<file path="config.mk">
export PLATFORM = sky130hd
export DESIGN_NAME = rob_top
export DESIGN_NICKNAME = d
export VERILOG_FILES = /design/src/design/rob_pkg.sv /design/src/design/multi_fifo.sv /design/src/design/rob_result_mem.sv /design/src/design/rob_ctrl.sv /design/src/design/rob_top.sv
export VERILOG_INCLUDE_DIRS = /design/src /design/src/design
export SDC_FILE = /design/constraint.sdc
export NUM_CORES = 2
export LEC_CHECK = 0
export BUFFER_PORTS_ARGS = -buffer_cell sky130_fd_sc_hd__buf_2
export CELL_PAD_IN_SITES_DETAIL_PLACEMENT = 0
export CELL_PAD_IN_SITES_GLOBAL_PLACEMENT = 1
export CORE_MARGIN = 1
export CORE_UTILIZATION = 35
export DETAILED_ROUTE_END_ITERATION = 12
export GPL_TIMING_DRIVEN = 0
export PLACE_DENSITY = 0.75
export SLEW_MARGIN = 15
export SYNTH_ARGS = -nofsm -noshare
export SYNTH_HDL_FRONTEND = slang
export SYNTH_SLANG_ARGS = --single-unit
</file>
<file path="constraint.sdc">
create_clock -name clk -period 10.85 [get_ports clk]
set_input_delay 1.085 -clock clk [delete_from_list [all_inputs] [get_ports clk]]
set_output_delay 1.085 -clock clk [all_outputs]
set_load 0.02 [all_outputs]
</file>
<file path="src/design/rob_params.svh">
// reorder buffer sizing
// lane counts, writeback ports, depth and result width
`ifndef ROB_PARAMS_SVH
`define ROB_PARAMS_SVH

// micro-ops accepted from dispatch per cycle
`define NUM_DP_UOP 2

// micro-ops handed to the retire unit per cycle
`define NUM_RT_UOP 2

// generic result writeback ports
`define NUM_WB 2

// entries, must stay a power of two so pointers wrap on their own
`define ROB_DEPTH 8
`define ROB_DEPTH_WIDTH 3

// result data carried per entry
`define ROB_DATA_WIDTH 32

`endif

</file>
<file path="src/design/rob_pkg.sv">
// reorder buffer types
// payloads for dispatch, writeback, trap, retire and the dispatch view
`include "rob_params.svh"

package rob_pkg;

  // what dispatch hands over with each micro-op
  typedef struct packed {
    logic [4:0] w_index;
    logic       w_type;
    logic [7:0] vector_csr;
  } rob_uop_t;

  // one result returned by an execution unit
  typedef struct packed {
    logic [`ROB_DEPTH_WIDTH-1:0] rob_entry;
    logic                        w_valid;
    logic [`ROB_DATA_WIDTH-1:0]  w_data;
    logic                        vsaturate;
  } rob_wb_t;

  typedef struct packed {
    logic [`ROB_DEPTH_WIDTH-1:0] trap_entry;
  } rob_trap_t;

  // one retiring micro-op, uop fields plus its result
  typedef struct packed {
    logic                       w_valid;
    logic [4:0]                 w_index;
    logic                       w_type;
    logic [`ROB_DATA_WIDTH-1:0] w_data;
    logic [7:0]                 vector_csr;
    logic                       vxsaturate;
    logic                       trap_flag;
  } rob_rt_t;

  // entry as seen by dispatch for operand forwarding
  typedef struct packed {
    logic                       valid;
    logic                       w_valid;
    logic [4:0]                 w_index;
    logic                       w_type;
    logic [`ROB_DATA_WIDTH-1:0] w_data;
    logic [7:0]                 vector_csr;
  } rob_view_t;

endpackage

</file>
<file path="src/design/multi_fifo.sv">
// multi-port circular buffer
// pushes several lanes and pops an oldest-first prefix per cycle,
// with raw storage and pointers visible to the surrounding logic
module multi_fifo #(
  parameter type T        = rob_pkg::rob_uop_t,
  parameter int  NUM_PUSH = 2,
  parameter int  NUM_POP  = 2,
  parameter int  DEPTH    = 8,
  localparam int AW       = $clog2(DEPTH),
  localparam int CW       = $clog2(DEPTH + 1)
) (
  input  logic                clk,
  input  logic                rst_n,
  input  logic [NUM_PUSH-1:0] push,
  input  T     [NUM_PUSH-1:0] datain,
  input  logic [NUM_POP-1:0]  pop,
  input  logic                clear,
  output T     [NUM_POP-1:0]  dataout,
  output T     [DEPTH-1:0]    fifo_data,
  output logic [AW-1:0]       wptr,
  output logic [AW-1:0]       rptr,
  output logic [CW-1:0]       count
);

  T     [DEPTH-1:0] mem;
  logic [AW-1:0]    push_slot [NUM_PUSH];
  logic [CW-1:0]    push_num;
  logic [CW-1:0]    pop_num;

  // lanes that are not pushing take no slot, so later lanes move down
  always_comb begin
    push_num = '0;
    for (int i = 0; i < NUM_PUSH; i++) begin
      push_slot[i] = wptr + push_num[AW-1:0];
      push_num     = push_num + CW'(push[i]);
    end
  end

  // pop is a prefix, its population is the read advance
  always_comb begin
    pop_num = '0;
    for (int i = 0; i < NUM_POP; i++) begin
      pop_num = pop_num + CW'(pop[i]);
    end
  end

  always_ff @(posedge clk) begin
    for (int i = 0; i < NUM_PUSH; i++) begin
      if (push[i]) begin
        mem[push_slot[i]] <= datain[i];
      end
    end
  end

  always_ff @(posedge clk or negedge rst_n) begin
    if (!rst_n) begin
      wptr  <= '0;
      rptr  <= '0;
      count <= '0;
    end else if (clear) begin
      // clear wins over any push or pop in the same cycle
      wptr  <= '0;
      rptr  <= '0;
      count <= '0;
    end else begin
      wptr  <= wptr + push_num[AW-1:0];
      rptr  <= rptr + pop_num[AW-1:0];
      count <= count + push_num - pop_num;
    end
  end

  // oldest entries first
  for (genvar i = 0; i < NUM_POP; i++) begin : gen_dataout
    assign dataout[i] = mem[rptr + AW'(i)];
  end

  assign fifo_data = mem;

endmodule

</file>
<file path="src/design/rob_result_mem.sv">
// result storage of the reorder buffer
// captures writeback results and builds retire records and the dispatch view
`include "rob_params.svh"

module rob_result_mem (
  input  logic                                   clk,
  input  logic               [`NUM_WB-1:0]           wb_valid,
  input  rob_pkg::rob_wb_t   [`NUM_WB-1:0]           wb,
  input  logic               [`ROB_DEPTH_WIDTH-1:0]  rptr,
  input  logic               [`ROB_DEPTH_WIDTH:0]    count,
  input  logic               [`ROB_DEPTH-1:0]        done,
  input  rob_pkg::rob_uop_t  [`ROB_DEPTH-1:0]        uop_data,
  output rob_pkg::rob_rt_t   [`NUM_RT_UOP-1:0]       rt,
  output rob_pkg::rob_view_t [`ROB_DEPTH-1:0]        rob_view
);

  localparam int AW = `ROB_DEPTH_WIDTH;
  localparam int CW = `ROB_DEPTH_WIDTH + 1;

  logic [`ROB_DEPTH-1:0]                      res_w_valid;
  logic [`ROB_DEPTH-1:0][`ROB_DATA_WIDTH-1:0] res_data;
  logic [`ROB_DEPTH-1:0]                      res_sat;
  logic [AW-1:0]                              view_slot [`ROB_DEPTH];
  logic [AW-1:0]                              rt_slot   [`NUM_RT_UOP];

  // ports never share an entry in one cycle
  always_ff @(posedge clk) begin
    for (int k = 0; k < `NUM_WB; k++) begin
      if (wb_valid[k]) begin
        res_w_valid[wb[k].rob_entry] <= wb[k].w_valid;
        res_data[wb[k].rob_entry]    <= wb[k].w_data;
        res_sat[wb[k].rob_entry]     <= wb[k].vsaturate;
      end
    end
  end

  // view position i is the i-th oldest micro-op
  for (genvar i = 0; i < `ROB_DEPTH; i++) begin : gen_view
    assign view_slot[i]           = rptr + AW'(i);
    assign rob_view[i].valid      = count > CW'(i);
    assign rob_view[i].w_valid    = res_w_valid[view_slot[i]] & done[view_slot[i]];
    assign rob_view[i].w_index    = uop_data[view_slot[i]].w_index;
    assign rob_view[i].w_type     = uop_data[view_slot[i]].w_type;
    assign rob_view[i].w_data     = res_data[view_slot[i]];
    assign rob_view[i].vector_csr = uop_data[view_slot[i]].vector_csr;
  end

  for (genvar i = 0; i < `NUM_RT_UOP; i++) begin : gen_rt
    assign rt_slot[i]          = rptr + AW'(i);
    assign rt[i].w_valid       = res_w_valid[rt_slot[i]] & done[rt_slot[i]];
    assign rt[i].w_index       = uop_data[rt_slot[i]].w_index;
    assign rt[i].w_type        = uop_data[rt_slot[i]].w_type;
    assign rt[i].w_data        = res_data[rt_slot[i]];
    assign rt[i].vector_csr    = uop_data[rt_slot[i]].vector_csr;
    assign rt[i].vxsaturate    = res_sat[rt_slot[i]];
    // filled in at the top from the trap flags
    assign rt[i].trap_flag     = 1'b0;
  end

endmodule

</file>
<file path="src/design/rob_ctrl.sv">
// reorder buffer control
// tracks done and trap flags, qualifies in-order retire and raises flush
`include "rob_params.svh"

module rob_ctrl (
  input  logic                                  clk,
  input  logic                                  rst_n,
  input  logic              [`NUM_WB-1:0]           wb_valid,
  input  rob_pkg::rob_wb_t  [`NUM_WB-1:0]           wb,
  input  logic                                  trap_valid,
  input  rob_pkg::rob_trap_t                    trap,
  input  logic              [`ROB_DEPTH_WIDTH-1:0]  rptr,
  input  logic              [`ROB_DEPTH_WIDTH:0]    count,
  input  logic              [`NUM_RT_UOP-1:0]       rt_ready,
  output logic              [`ROB_DEPTH-1:0]        done,
  output logic              [`NUM_RT_UOP-1:0]       rt_valid,
  output logic              [`NUM_RT_UOP-1:0]       rt_trap,
  output logic                                  flush
);

  localparam int AW = `ROB_DEPTH_WIDTH;
  localparam int CW = `ROB_DEPTH_WIDTH + 1;

  logic [`ROB_DEPTH-1:0]   trap_flag;
  logic [AW-1:0]           rt_slot [`NUM_RT_UOP];
  logic [`NUM_RT_UOP-1:0]  occupied;

  for (genvar i = 0; i < `NUM_RT_UOP; i++) begin : gen_retire
    assign rt_slot[i]  = rptr + AW'(i);
    assign occupied[i] = count > CW'(i);
    assign rt_trap[i]  = trap_flag[rt_slot[i]];

    if (i == 0) begin : gen_head
      assign rt_valid[i] = rt_ready[i] & occupied[i] & done[rt_slot[i]];
    end else begin : gen_chain
      // a trapped older micro-op keeps younger lanes back for the flush
      assign rt_valid[i] = rt_ready[i] & occupied[i] & done[rt_slot[i]] &
                           rt_valid[i-1] & ~trap_flag[rt_slot[i-1]];
    end
  end

  // rt_valid already carries ready, so valid alone means retired
  assign flush = |(rt_valid & rt_trap);

  always_ff @(posedge clk or negedge rst_n) begin
    if (!rst_n) begin
      done      <= '0;
      trap_flag <= '0;
    end else if (flush) begin
      done      <= '0;
      trap_flag <= '0;
    end else begin
      // retired entries free up for the next dispatch
      for (int k = 0; k < `NUM_RT_UOP; k++) begin
        if (rt_valid[k]) begin
          done[rt_slot[k]]      <= 1'b0;
          trap_flag[rt_slot[k]] <= 1'b0;
        end
      end

      for (int k = 0; k < `NUM_WB; k++) begin
        if (wb_valid[k]) begin
          done[wb[k].rob_entry] <= 1'b1;
        end
      end

      if (trap_valid) begin
        trap_flag[trap.trap_entry] <= 1'b1;
      end
    end
  end

endmodule

</file>
<file path="src/design/rob_top.sv">
// reorder buffer of the vector backend
// in-order dispatch and retire around out-of-order result writeback
`include "rob_params.svh"

module rob_top (
  input  logic                                   clk,
  input  logic                                   rst_n,
  input  logic               [`NUM_DP_UOP-1:0]       uop_valid,
  input  rob_pkg::rob_uop_t  [`NUM_DP_UOP-1:0]       uop,
  output logic               [`NUM_DP_UOP-1:0]       uop_ready,
  output logic               [`ROB_DEPTH_WIDTH-1:0]  uop_index,
  input  logic               [`NUM_WB-1:0]           wb_valid,
  input  rob_pkg::rob_wb_t   [`NUM_WB-1:0]           wb,
  input  logic                                   trap_valid,
  input  rob_pkg::rob_trap_t                     trap,
  output logic               [`NUM_RT_UOP-1:0]       rt_valid,
  output rob_pkg::rob_rt_t   [`NUM_RT_UOP-1:0]       rt,
  input  logic               [`NUM_RT_UOP-1:0]       rt_ready,
  output rob_pkg::rob_view_t [`ROB_DEPTH-1:0]        rob_view
);

  import rob_pkg::*;

  localparam int CW = `ROB_DEPTH_WIDTH + 1;

  rob_uop_t [`ROB_DEPTH-1:0]       uop_data;
  rob_rt_t  [`NUM_RT_UOP-1:0]      rt_res;
  logic     [`ROB_DEPTH_WIDTH-1:0] wptr;
  logic     [`ROB_DEPTH_WIDTH-1:0] rptr;
  logic     [CW-1:0]               count;
  logic     [CW-1:0]               free_num;
  logic     [`ROB_DEPTH-1:0]       done;
  logic     [`NUM_RT_UOP-1:0]      rt_trap;
  logic                            flush;

  // lane i needs room for itself and every lane below it
  assign free_num = CW'(`ROB_DEPTH) - count;
  for (genvar i = 0; i < `NUM_DP_UOP; i++) begin : gen_ready
    assign uop_ready[i] = free_num > CW'(i);
  end

  assign uop_index = wptr;

  multi_fifo #(
    .T        (rob_uop_t),
    .NUM_PUSH (`NUM_DP_UOP),
    .NUM_POP  (`NUM_RT_UOP),
    .DEPTH    (`ROB_DEPTH)
  ) u_uop_fifo (
    .clk       (clk),
    .rst_n     (rst_n),
    .push      (uop_valid & uop_ready),
    .datain    (uop),
    .pop       (rt_valid & rt_ready),
    .clear     (flush),
    .dataout   (),
    .fifo_data (uop_data),
    .wptr      (wptr),
    .rptr      (rptr),
    .count     (count)
  );

  rob_result_mem u_result_mem (
    .clk      (clk),
    .wb_valid (wb_valid),
    .wb       (wb),
    .rptr     (rptr),
    .count    (count),
    .done     (done),
    .uop_data (uop_data),
    .rt       (rt_res),
    .rob_view (rob_view)
  );

  rob_ctrl u_ctrl (
    .clk        (clk),
    .rst_n      (rst_n),
    .wb_valid   (wb_valid),
    .wb         (wb),
    .trap_valid (trap_valid),
    .trap       (trap),
    .rptr       (rptr),
    .count      (count),
    .rt_ready   (rt_ready),
    .done       (done),
    .rt_valid   (rt_valid),
    .rt_trap    (rt_trap),
    .flush      (flush)
  );

  always_comb begin
    rt = rt_res;
    for (int i = 0; i < `NUM_RT_UOP; i++) begin
      rt[i].trap_flag = rt_trap[i];
    end
  end

endmodule

</file>
==> results.tsv <==
metric	value	unit
Critical path buffers and inverters	8	
startpoint types	flip-flop	
vias after detailed routing	31300	
Tmin final	6.35	ns
Synth async-reset ratio	6.34	%
Final setup viols	0	
slowest stage delay, CP	0.77	ns
Max-slew headroom	13.0	%
CP Class	flip-flop to output pin	
worst min path class	primary input to async pin	
synthesized net count	3539	
Final Skew	0.0323	ns
Slew @ Worst Pin	1.30	ns
dominant synthesized flop cell	dfxtp_1	
share of layout cells above drive strength 1	35.7	%
flop2flop setup slack	6.03	ns
post-synthesis cell type count	65	
routed wire length	152	mm
Final nets	4095	
setup bufs post-CTS	0	
endpoint type of the worst setup path	output pin	
worst r2r src	u_uop_fifo.rptr[1]	
cell count after synthesis	3402	
first-pass iteration count of the detailed router	5	
hold bufs inserted after CTS	0	
fin. max-slew vios	0	
Placeable Area	91900	um2
Row Count	111	
Crit path max-delay family	buffers and inverters	
f_max	158	MHz
Top Ports	603	
crit path DAT	5.26	ns
critical path's slowest cell	clkbuf_1	
clock sinks	410	
Total Die Area	94200	um2
Post-CTS Resized	0	
Crit Path Max Fanout	10	
worst skew pair latency	0.65	ns
status	finished clean	
initial antenna violation count	31	
gr usage total	31.3	%
Via density	5.96	
PortBufs	502	
Fin. Hold Viols	0	
DP Area	36600	um2
DRC Markers	0	
critical-path cell list	buf_2 > buf_2 > inv_1 > ha_1 > buf_2 > buf_2 > buf_2 > clkbuf_1 > mux4_2 > mux2_2 > buf_2	
Setup TNS Final	0	ns
RR Endpoint	u_uop_fifo.count[2]	
#FFs+latches synth	410	
sequential element share of the synthesized area	25.6	%
Die Ht	307	um
number of flops mapped to enable cells by yosys	0	
Post-Syn Area	32500	um2
Clock Tree Root	clkbuf_16	
Clock H-tree levels	2	
first-pass GRT wire length	214	mm
R2R cell count	16	
max_cap viols	0	
clock slew at reported path FFs	0.07	ns
area of the multi-input gates	21800	um2
unrepaired setup endpoints after global routing	false	
Register Area	8340	um2
largest net degree at the start of global routing	27	
P&R area growth vs syn	18.4	%
Longest Clk Path Bufs	3	
routed length per instance	29.0	um
Num CTS Buffers	52	
syn_area_per_cell	9.56	um2
Synth top area share	26.6	%
Final Cell Area	38500	um2
vias in the first global route	29300	
GP Congestion	0.937	
cell taking the most area after synthesis	mux4_2	
fin crit share	58.5	%
CTS tree	built	
Warnings, synthesis	0	
Antenna Nets Post-Route	0	
Layout fillers	9277	
DP HPWL	112	mm
Synth area leaders	mux4_2, dfxtp_1, mux2i_1, nand2_1, mux2_2	
critical path required time	9.77	ns
total gr overflow	0	
initial drt markers	3634	
Die X	307	um
Initial Util	35.4	%
Worst path most repeated cell	buf_2	
## synth_stat cells (19+ instances only)
cell and instances:
mux2i_1 396, dfrtp_1 26, buf_1 46, nor2_1 160, o21ai_0 221, o21ai_1 31
mux4_2 384, buf_2 88, ha_1 19, clkbuf_2 34, nand2_1 842, a21oi_1 141
clkbuf_1 190, mux2_2 186, dfxtp_1 384, buf_4 101
## placed cells by master, fill, tap and decap left out, types with 5 or more instances in the layout
| cell type | n |
|---|---|
| a211oi_1 | 6 |
| a21oi_1 | 141 |
| and2_1 | 9 |
| buf_1 | 45 |
| buf_2 | 591 |
| buf_4 | 101 |
| buf_6 | 10 |
| bufinv_16 | 5 |
| clkbuf_1 | 191 |
| clkbuf_16 | 53 |
| clkbuf_2 | 39 |
| clkbuf_8 | 13 |
| clkinv_2 | 10 |
| dfrtp_1 | 26 |
| dfxtp_1 | 384 |
| diode_2 | 14 |
| ha_1 | 19 |
| inv_1 | 16 |
| inv_6 | 5 |
| mux2_2 | 186 |
| mux2i_1 | 396 |
| mux4_2 | 384 |
| nand2_1 | 842 |
| nand3_1 | 7 |
| nand4b_1 | 8 |
| nor2_1 | 160 |
| nor2b_1 | 6 |
| nor3_1 | 7 |
| nor3_2 | 7 |
| nor3b_1 | 5 |
| o21ai_0 | 221 |
| o21ai_1 | 31 |
| xnor2_1 | 5 |
## flip-flops by register name, summed over array words and instances, names as in the netlist
name,cells
u_ctrl.trap_flag,8
u_uop_fifo.count,4
u_ctrl.done,8
u_result_mem.res_sat,8
u_uop_fifo.rptr,3
u_result_mem.res_w_valid,8
u_result_mem.res_data,256
u_uop_fifo.wptr,3
u_uop_fifo.fifo_data,112
## metal layers
metal	track usage, %	routed length (um)
met2	50.0	70600
met1	39.8	58100
met5	0	194
met3	8.26	16200
met4	13.6	7150
## through the flow
| stage | cells | hold WS (ns) | setup slack, ns | util [%] |
|---|---|---|---|---|
| 2_1_floorplan | 3402 | 0.490 | 6.82 | - |
| 3_3_place_gp | 5147 | 0.518 | 4.89 | 39.8 |
| 3_5_place_dp | 5147 | 0.528 | 5.21 | 39.8 |
| 4_1_cts | 5244 | 0.475 | 4.53 | 41.8 |
| 5_1_grt | 5251 | 0.505 | 4.44 | 41.9 |
| 6_report | 5258 | 0.462 | 4.50 | 41.9 |
## worst max path at each step
stage / from / depth (start not counted) / to / slack [ns]
after floorplan: u_uop_fifo.rptr[1] / 10 / rt[97] / 6.82
after global placement: u_uop_fifo.rptr[2] / 8 / rob_view[101] / 4.89
after detailed placement: u_uop_fifo.rptr[1] / 11 / rob_view[373] / 5.21
after CTS: u_uop_fifo.rptr[1] / 11 / rob_view[373] / 4.53
after global routing: u_uop_fifo.rptr[1] / 11 / rob_view[373] / 4.44
final: u_uop_fifo.rptr[1] / 11 / rob_view[373] / 4.50
## cells by family after synthesis
group                    count (synthesis)  share of synthesized area (%)
AND/OR/NAND/NOR                       1077                           13.4
multiplexers                           967                           45.2
buffers and inverters                  487                           7.48
AO/OA/AOI/OAI                          429                           7.00
flip-flops                             410                           25.6
adder cells (fa/ha/maj)                 23                          0.977
XOR/XNOR                                 9                          0.300
## cell type report
| class | instances | area share (%) |
|---|---|---|
| plain buffers | 469 | 6.17 |
| multi-input cells | 2505 | 56.5 |
| diodes | 14 | 0.0910 |
| flip-flops and latches | 410 | 21.7 |
| repair buffers | 502 | 6.52 |
| well taps | 1243 | 4.04 |
| inverters | 18 | 0.175 |
| clock buffers | 72 | 3.97 |
| clock inverters | 25 | 0.855 |
## worst reg2reg max path, cell delays in order, from the launching register on
cell and delay (ns):
dfrtp_1 0.41, buf_2 0.21, buf_2 0.31, inv_1 0.29, ha_1 0.35, buf_2 0.19
mux4_2 0.36, nor3b_1 0.52, o21a_1 0.36, nor2b_1 0.18, ha_1 0.27, ha_1 0.29
inv_1 0.04, ha_1 0.23, fa_1 0.45, xnor2_1 0.17, nor2_1 0.05
Power is left out: the tool's default activity adds up to more than one toggle a clock period on the data nets, which glitch-free logic cannot reach.
